**src/nes_bus_pkg.sv**
```systemverilog
// NES CPU bus package with widths, register addresses, bus structs and the DMA address union
package nes_bus_pkg;

	typedef logic [15:0] addr_t;    // CPU address
	typedef logic [7:0]  data_t;    // Data byte

	// Fixed registers from the NES memory map
	localparam addr_t OAM_DATA_ADDR   = 16'h2004;  // Sprite memory write port
	localparam addr_t OAM_DMA_ADDR    = 16'h4014;  // Sprite DMA page trigger
	localparam addr_t APU_STATUS_ADDR = 16'h4015;
	localparam addr_t JOY1_ADDR       = 16'h4016;  // Joypad 1 read, strobe write
	localparam addr_t JOY2_ADDR       = 16'h4017;  // Joypad 2 read

	// PPU registers, mirrored every 8 bytes
	localparam addr_t PPU_BASE = 16'h2000;
	localparam addr_t PPU_END  = 16'h3FFF;

	// APU and I/O registers
	localparam addr_t APU_BASE = 16'h4000;
	localparam addr_t APU_END  = 16'h4017;

	localparam int JOY_BITS = 5;    // Serial joypad lines per port

	// One bus cycle, CPU side or granted
	typedef struct packed {
		addr_t addr;
		data_t data;    // Write data
		logic  read;
		logic  write;
	} bus_req_t;

	// DMA bus request
	typedef struct packed {
		logic  enable;  // DMA owns the bus
		addr_t addr;
		data_t data;    // Byte written to OAM
		logic  read;    // Low means write
	} dma_req_t;

	// Decoded chip selects
	typedef struct packed {
		logic ppu;
		logic apu;
		logic apu_status;
		logic joy1;
		logic joy2;
		logic prg;      // Cartridge, all space outside PPU and APU
	} chip_sel_t;

	// Sprite DMA source is page:offset, DMC and bus want a flat address
	typedef struct packed {
		data_t page;
		data_t offset;
	} page_off_t;

	typedef union packed {
		addr_t     flat;
		page_off_t po;
	} dma_addr_u;

endpackage

```
**src/cpu_bus_decode.sv**
```systemverilog
// Bus master select, chip select decode and joypad strobe/clock for the NES CPU bus
`timescale 1ns/1ps

module cpu_bus_decode (
	input  logic                 clk,
	input  logic                 reset,
	input  nes_bus_pkg::bus_req_t cpu_req,
	input  nes_bus_pkg::dma_req_t dma_req,
	output nes_bus_pkg::bus_req_t bus,
	output nes_bus_pkg::chip_sel_t sel,
	output logic                 sprite_trigger,
	output logic [2:0]           joypad_out,
	output logic [1:0]           joypad_clock
);
	import nes_bus_pkg::*;

	// DMA takes the bus whenever it asks
	always_comb begin
		if (dma_req.enable) begin
			bus.addr  = dma_req.addr;
			bus.data  = dma_req.data;
			bus.read  = dma_req.read;
			bus.write = !dma_req.read;  // DMA cycles are read or write, never idle
		end else begin
			bus = cpu_req;
		end
	end

	// Chip selects from the granted address
	always_comb begin
		sel.ppu        = (bus.addr >= PPU_BASE) && (bus.addr <= PPU_END);
		sel.apu        = (bus.addr >= APU_BASE) && (bus.addr <= APU_END);
		sel.apu_status = (bus.addr == APU_STATUS_ADDR);
		sel.joy1       = (bus.addr == JOY1_ADDR);
		sel.joy2       = (bus.addr == JOY2_ADDR);
		sel.prg        = !sel.ppu && !sel.apu;  // Cart sees everything else
	end

	// Write of the page byte to $4014 starts sprite DMA
	assign sprite_trigger = bus.write && (bus.addr == OAM_DMA_ADDR);

	// Joypad strobe latch, bits 2:0 of a $4016 write
	always_ff @(posedge clk) begin
		if (reset) begin
			joypad_out <= 3'b000;
		end else if (sel.joy1 && bus.write) begin
			joypad_out <= bus.data[2:0];
		end
	end

	// Each read shifts the matching pad
	assign joypad_clock = {sel.joy2 && bus.read, sel.joy1 && bus.read};

	// DMA writes only ever land on the OAM data port
	a_dma_write_oam: assert property (
		@(posedge clk) disable iff (reset)
		(dma_req.enable && !dma_req.read) |-> (bus.addr == OAM_DATA_ADDR)
	) else $error("cpu_bus_decode: DMA write outside the OAM data port");

endmodule

```
**src/sprite_dmc_dma.sv**
```systemverilog
// Sprite and DMC DMA controller with even/odd CPU cycle tracking
`timescale 1ns/1ps

module sprite_dmc_dma (
	input  logic                  clk,
	input  logic                  reset,
	input  logic                  cpu_ce,
	input  logic                  sprite_trigger,
	input  nes_bus_pkg::data_t    page_data,     // Byte written to $4014
	input  logic                  cpu_read,
	input  logic                  dmc_trigger,
	input  nes_bus_pkg::addr_t    dmc_addr,
	input  nes_bus_pkg::data_t    rd_data,
	output nes_bus_pkg::dma_req_t dma_req,
	output logic                  dmc_ack,
	output logic                  pause_cpu
);
	import nes_bus_pkg::*;

	// Sprite states, bit 0 pauses the CPU, bit 1 owns the bus
	localparam logic [1:0] SPR_IDLE = 2'd0;
	localparam logic [1:0] SPR_WAIT = 2'd1;  // Waiting for an odd read cycle
	localparam logic [1:0] SPR_RUN  = 2'd3;

	logic       odd_cycle;      // 1 = odd, 0 = even
	logic [1:0] spr_state;
	logic       dmc_state;      // DMC read armed
	dma_addr_u  src;            // Sprite source page:offset
	data_t      last_byte;      // Byte read on the even cycle
	logic [8:0] next_offset;    // Carry out marks the last pair

	assign next_offset = {1'b0, src.po.offset} + 9'd1;

	// Parity flips every CPU cycle
	always_ff @(posedge clk) begin
		if (reset) begin
			odd_cycle <= 1'b1;
		end else if (cpu_ce) begin
			odd_cycle <= !odd_cycle;
		end
	end

	always_ff @(posedge clk) begin
		if (reset) begin
			dmc_state <= 1'b0;
			spr_state <= SPR_IDLE;
		end else if (cpu_ce) begin
			// DMC arms on an even read cycle, fires on the next even one
			if (!dmc_state && dmc_trigger && cpu_read && !odd_cycle)
				dmc_state <= 1'b1;
			if (dmc_state && !odd_cycle)
				dmc_state <= 1'b0;  // Ack cycle done

			if (sprite_trigger)
				spr_state <= SPR_WAIT;
			if (spr_state == SPR_WAIT && cpu_read && odd_cycle)
				spr_state <= SPR_RUN;   // Reads start on the following even cycle
			// DMC steals the even cycle, sprite idles one odd cycle then resumes
			if (spr_state == SPR_RUN && !odd_cycle && dmc_state)
				spr_state <= SPR_WAIT;
			if (spr_state == SPR_RUN && odd_cycle && next_offset[8])
				spr_state <= SPR_IDLE;  // Offset wrapped, 256 pairs sent
		end
	end

	// Source address and read latch
	always_ff @(posedge clk) begin
		if (cpu_ce) begin
			if (sprite_trigger) begin
				src.po.page   <= page_data;
				src.po.offset <= 8'h00;
			end
			if (spr_state == SPR_RUN && odd_cycle)
				src.po.offset <= next_offset[7:0];  // Step after each write
			if (spr_state == SPR_RUN && !odd_cycle)
				last_byte <= rd_data;
		end
	end

	assign dmc_ack   = dmc_state && !odd_cycle;
	assign pause_cpu = (spr_state != SPR_IDLE) || dmc_trigger;  // DMC stalls at once

	always_comb begin
		dma_req.enable = dmc_ack || (spr_state == SPR_RUN);
		dma_req.read   = !odd_cycle;    // Reads even, writes odd
		dma_req.data   = last_byte;
		if (dmc_ack)
			dma_req.addr = dmc_addr;
		else if (!odd_cycle)
			dma_req.addr = src.flat;
		else
			dma_req.addr = OAM_DATA_ADDR;
	end

	// DMC read steals a cycle only while the CPU is held
	a_dmc_paused: assert property (
		@(posedge clk) disable iff (reset)
		dmc_ack |-> pause_cpu
	) else $error("sprite_dmc_dma: DMC ack while the CPU is not paused");

	// Byte read on an even sprite cycle goes out on the odd write
	a_read_then_write: assert property (
		@(posedge clk) disable iff (reset)
		(cpu_ce && spr_state == SPR_RUN && !odd_cycle && !dmc_ack)
			|=> (dma_req.enable && !dma_req.read && dma_req.data == $past(rd_data))
	) else $error("sprite_dmc_dma: sprite write does not follow its read");

endmodule

```
**src/cpu_data_return.sv**
```systemverilog
// Read-data return mux to the CPU and DMA with open-bus hold
`timescale 1ns/1ps

module cpu_data_return (
	input  logic                                  clk,
	input  logic                                  reset,
	input  nes_bus_pkg::chip_sel_t                sel,
	input  nes_bus_pkg::data_t                    ppu_din,
	input  nes_bus_pkg::data_t                    apu_status_din,
	input  nes_bus_pkg::data_t                    prg_din,
	input  logic                                  prg_valid,    // Cart drives the bus
	input  logic [nes_bus_pkg::JOY_BITS-1:0]      joypad1_data,
	input  logic [nes_bus_pkg::JOY_BITS-1:0]      joypad2_data,
	output nes_bus_pkg::data_t                    rd_data
);
	import nes_bus_pkg::*;

	data_t open_bus;    // Last byte seen on the bus

	// Priority order of the read sources
	always_comb begin
		if (reset) begin
			rd_data = 8'h00;
		end else if (sel.joy1) begin
			rd_data = {open_bus[7:JOY_BITS], joypad1_data};  // Upper bits float
		end else if (sel.joy2) begin
			rd_data = {open_bus[7:JOY_BITS], joypad2_data};
		end else if (sel.apu_status) begin
			rd_data = apu_status_din;
		end else if (sel.apu) begin
			rd_data = open_bus;     // Write-only APU registers
		end else if (sel.ppu) begin
			rd_data = ppu_din;
		end else if (sel.prg && prg_valid) begin
			rd_data = prg_din;
		end else begin
			rd_data = open_bus;     // Nothing drives, bus keeps its charge
		end
	end

	// Holds whatever was returned last
	always_ff @(posedge clk) begin
		open_bus <= rd_data;
	end

endmodule

```
**src/nes_cpu_bus.sv**
```systemverilog
// NES CPU-side bus top with decode, DMA and read return
`timescale 1ns/1ps

module nes_cpu_bus (
	input  logic                             clk,
	input  logic                             reset,
	input  logic                             cpu_ce,         // One clk per CPU cycle
	input  nes_bus_pkg::bus_req_t            cpu_req,
	input  logic                             dmc_trigger,
	input  nes_bus_pkg::addr_t               dmc_addr,
	input  nes_bus_pkg::data_t               ppu_din,
	input  nes_bus_pkg::data_t               apu_status_din,
	input  nes_bus_pkg::data_t               prg_din,
	input  logic                             prg_valid,
	input  logic [nes_bus_pkg::JOY_BITS-1:0] joypad1_data,
	input  logic [nes_bus_pkg::JOY_BITS-1:0] joypad2_data,
	output nes_bus_pkg::bus_req_t            bus,
	output nes_bus_pkg::chip_sel_t           sel,
	output nes_bus_pkg::data_t               cpu_din,
	output logic                             dmc_ack,
	output logic                             pause_cpu,
	output logic [2:0]                       joypad_out,
	output logic [1:0]                       joypad_clock
);
	import nes_bus_pkg::*;

	dma_req_t dma_req;
	logic     sprite_trigger;
	data_t    rd_data;

	cpu_bus_decode i_cpu_bus_decode (
		.clk            (clk),
		.reset          (reset),
		.cpu_req        (cpu_req),
		.dma_req        (dma_req),
		.bus            (bus),
		.sel            (sel),
		.sprite_trigger (sprite_trigger),
		.joypad_out     (joypad_out),
		.joypad_clock   (joypad_clock)
	);

	sprite_dmc_dma i_sprite_dmc_dma (
		.clk            (clk),
		.reset          (reset),
		.cpu_ce         (cpu_ce),
		.sprite_trigger (sprite_trigger),
		.page_data      (bus.data),     // Page byte of the $4014 write
		.cpu_read       (cpu_req.read),
		.dmc_trigger    (dmc_trigger),
		.dmc_addr       (dmc_addr),
		.rd_data        (rd_data),
		.dma_req        (dma_req),
		.dmc_ack        (dmc_ack),
		.pause_cpu      (pause_cpu)
	);

	cpu_data_return i_cpu_data_return (
		.clk            (clk),
		.reset          (reset),
		.sel            (sel),
		.ppu_din        (ppu_din),
		.apu_status_din (apu_status_din),
		.prg_din        (prg_din),
		.prg_valid      (prg_valid),
		.joypad1_data   (joypad1_data),
		.joypad2_data   (joypad2_data),
		.rd_data        (rd_data)
	);

	assign cpu_din = rd_data;   // Same byte goes to CPU and DMA

endmodule

```
**config.mk**
```make
export PLATFORM = sky130hd
export DESIGN_NAME = nes_cpu_bus
export DESIGN_NICKNAME = d
export VERILOG_FILES = /design/src/nes_bus_pkg.sv /design/src/cpu_bus_decode.sv /design/src/sprite_dmc_dma.sv /design/src/cpu_data_return.sv /design/src/nes_cpu_bus.sv
export SDC_FILE = /design/constraint.sdc
export NUM_CORES = 1
export LEC_CHECK = 0
export BUFFER_PORTS_ARGS = -buffer_cell sky130_fd_sc_hd__clkbuf_2
export CAP_MARGIN = 10
export CORE_MARGIN = 3
export CORE_UTILIZATION = 51
export DETAILED_ROUTE_END_ITERATION = 10
export GPL_ROUTABILITY_DRIVEN = 0
export PLACE_DENSITY = 0.87
export SETUP_SLACK_MARGIN = 0.02
export SYNTH_ARGS = -nofsm -noshare
export SYNTH_HDL_FRONTEND = slang
export SYNTH_HIERARCHICAL = 1
export SYNTH_SLANG_ARGS = --single-unit
```
**constraint.sdc**
```tcl
create_clock -name clk -period 5.5 [get_ports clk]
set_clock_uncertainty 0.15 [all_clocks]
set_input_delay 0.275 -clock clk [delete_from_list [all_inputs] [get_ports clk]]
set_output_delay 0.275 -clock clk [all_outputs]
set_load 0.01 [all_outputs]
```
==> out/metrics.cfg <==
[routing]
drc=0
per_cell_via_count_in_the_routed_design=5.77
route.detailed.wl_per_inst_um=16.9
totalWireLength_um=8010
drt_first_pass_iters=5
routed-via-count=2742
drtIter0Drc=168
antenna_left=0

[sta]
setup_viol=0
finalCritPeriodShare_pct=89.5
timing.setup.tns_ns=0
grt_setup_unrepaired=false
worst_slew_margin_rel_pct=28.6
max_freq_mhz=203
report.final.hold_viol_count=0
worst_margin_slew_ns=1.07
period_needed_ns=4.92
final-max-slew-violation-count=0

[logic_synthesis]
synthesis.area_um2=2700
dominantRegCellSynth=sky130_fd_sc_hd__edfxtp_1
synth_largest_type_area_fraction_pct=26.7
yosysUniqueCellTypes=52
synth_async_sr_flop_share_pct=0
yosysWarnings=6
number_of_enable_flip_flop_cells_after_synthesis=24
synth_seq_area_share_pct=37.9
postSynthNetCount=365
synth_common_cells=24 x sky130_fd_sc_hd__edfxtp_1, 24 x sky130_fd_sc_hd__nor2_1, 23 x sky130_fd_sc_hd__mux2_2
syn_area_per_cell_um2=9.53
synthTopCellsByArea=sky130_fd_sc_hd__edfxtp_1 27%, sky130_fd_sc_hd__dfxtp_1 11%, sky130_fd_sc_hd__mux2_2 9.6%
yosys.area.top_type=sky130_fd_sc_hd__edfxtp_1
postSynthRegisterBits=39
syn-instance-count=283

[placement]
io_buffers=127
post-dp-hpwl_um=6300
place_area_um2=3370

[worst_setup_path]
start_kind=flop
endpoint_kind=output port
timing_worst_setup_path_type=reg -> out
crit_arrival_ns=4.49
critPathSlowestCell=sky130_fd_sc_hd__a21o_1
critical_path.n_buffers_inverters=2
worst_path_dominant_cell_family=compound AO/OA/AOI/OAI gates
critPathMaxStageDelay_ns=0.82
worstPathCellList=nor2b_1 > a21o_1 > mux2_2 > nor3b_2 > buf_4 > a21oi_1 > and3_1 > a211oi_1 > or4_1 > a21oi_1 > clkbuf_2
critical_path.most_common_cell=sky130_fd_sc_hd__a21oi_1
crit_path_max_fanout=31
data_required_time_of_the_critical_path_ns=5.08

[global_routing]
global_route.usage.total_pct=25.7
global_route.overflow_total=0
wire_length_of_the_first_global_routing_pass_um=12600
via_count_of_the_first_global_routing_pass=2648
grt_antenna_before_repair=0
grt_start_max_net_pins=32

[final_layout]
drive_above_1_share_pct=41.9
share_of_the_core_filled_with_cells_pct=70.7
nNetsFinal=489
syn_to_final_growth_pct=28.8
diodes=0
filler_cell_count=397
post-route-cell-area_um2=3470

[power]
irDropWorstVdd_mv=0.182
p_leak_nw=1.49
power_density_nw_per_um2=195
total_power_w=0.000676

[clock_tree]
clk-insertion-delay-late_ns=0.29
cts.sink_count=39
tritoncts=built
clkTransAtPathRegs_ns=0.08
cts_resized=0
cts-buffers-inserted=5
clock-root-buffer=sky130_fd_sc_hd__clkbuf_8
cts_buffer_depth=2
cts.repair_timing.setup_buffer_count=0
ctsHtreeMaxLevel=2
post_cts_hold_buffer_count=0

[hold_path]
timing.hold.worst.class=in -> reg

[die]
die_y_um=78.7
initial_cell_density_of_the_core_pct=54.9
die_w_um=78.7
dieArea_um2=6200
num_io_pins=128
floorplan.rows=25
floorplan.core_area_um2=4910

[outcome]
status=completed

[job]
drv_cap=0

[stage by stage]
stage          hold slack (ns)  std cells  worst slack [ns]
6_report                 0.137        475             0.580
5_1_grt                  0.152        475             0.208
4_1_cts                  0.130        475             0.612
3_5_place_dp             0.329        467             0.978
3_3_place_gp             0.314        467              1.13
2_1_floorplan            0.194        283              1.64
[power breakdown]
| group | total, W | switching (W) | internal [W] |
|---|---|---|---|
| combinational | 0.000126 | 0.0000657 | 0.0000598 |
| sequential | 0.000317 | 0.00000270 | 0.000314 |
| clock | 0.000234 | 0.000101 | 0.000133 |
| total | 0.000676 | 0.000169 | 0.000507 |
[per-layer routing]
metal	part of all wire [%]	vias to the layer above	track usage [%]
li1	-	1315	-
met1	41	1236	32.4
met2	48	174	43.1
met3	9.9	17	5.90
met4	1.9	0	8.92
met5	0	-	0
[tightest hold or removal path, cell delays in order]
cell and delay (ns):
sky130_fd_sc_hd__clkbuf_2 0.08, sky130_fd_sc_hd__nand2_1 0.04, sky130_fd_sc_hd__or4_1 0.09, sky130_fd_sc_hd__a21oi_1 0.05
[final cells by class]
type / count / area [µm²] / area share (%)
inverter: 10 / 37.5 / 1.08
sequential: 39 / 1020 / 29.4
timing repair buffer: 132 / 673 / 19.4
tap: 67 / 83.8 / 2.41
clock inverter: 3 / 38.8 / 1.12
multi-input combinational: 219 / 1550 / 44.6
clock buffer: 5 / 68.8 / 1.98
[cell families after synthesis]
group / synth area share (%)
mux: 17.8
simple gates: 21.7
compound gates: 16.1
buf+inv: 4.83
flops: 37.9
xor+xnor: 1.30
fa+ha+maj: 0.464
[path summary, 6_finish.rpt]
kind	to	startpoint	slack [ns]	depth (start not counted)
max reg2reg	i_sprite_dmc_dma/last_byte[6]	i_sprite_dmc_dma/dmc_state	1.14	10
max	cpu_din[5]	i_sprite_dmc_dma/dmc_state	0.58	11
min	i_sprite_dmc_dma/dmc_state	dmc_trigger	0.14	4
min reg2reg	i_cpu_bus_decode/joypad_out[1]	i_cpu_bus_decode/joypad_out[1]	0.34	2
[sequential cells by signal, summed over array words and instances, names as in the netlist]
| signal | flops |
|---|---|
| i_cpu_bus_decode/joypad_out | 3 |
| i_sprite_dmc_dma/last_byte | 8 |
| i_cpu_data_return/open_bus | 8 |
| i_sprite_dmc_dma/dmc_state | 1 |
| i_sprite_dmc_dma/spr_state | 2 |
| i_sprite_dmc_dma/odd_cycle | 1 |
| i_sprite_dmc_dma/src | 16 |
[layout by cell type (no fill, tap or decap), types with 2 or more instances in the layout]
master                     instances
sky130_fd_sc_hd__and2_1            2
sky130_fd_sc_hd__nor3_1            5
sky130_fd_sc_hd__nand2_1          21
sky130_fd_sc_hd__a32oi_1           3
sky130_fd_sc_hd__clkbuf_8          5
sky130_fd_sc_hd__xor2_1            2
sky130_fd_sc_hd__a21bo_1           5
sky130_fd_sc_hd__nand3_1          11
sky130_fd_sc_hd__mux2_2           23
sky130_fd_sc_hd__a211oi_1          8
sky130_fd_sc_hd__dfxtp_1          15
sky130_fd_sc_hd__o221ai_1          5
sky130_fd_sc_hd__or4_1             6
sky130_fd_sc_hd__buf_4             5
sky130_fd_sc_hd__nor3b_1           2
sky130_fd_sc_hd__nand3b_1          2
sky130_fd_sc_hd__or3b_2            2
sky130_fd_sc_hd__o21ai_0           5
sky130_fd_sc_hd__or4b_1            2
sky130_fd_sc_hd__nor2_1           24
sky130_fd_sc_hd__inv_1             9
sky130_fd_sc_hd__nand4_1           4
sky130_fd_sc_hd__o22ai_1           8
sky130_fd_sc_hd__xnor2_1           2
sky130_fd_sc_hd__nand2b_1          9
sky130_fd_sc_hd__edfxtp_1         24
sky130_fd_sc_hd__and3_1            4
sky130_fd_sc_hd__a21oi_1          19
sky130_fd_sc_hd__or3_1             4
sky130_fd_sc_hd__clkbuf_2        127
sky130_fd_sc_hd__mux2i_1          22
(Power assumes the default switching activity.)
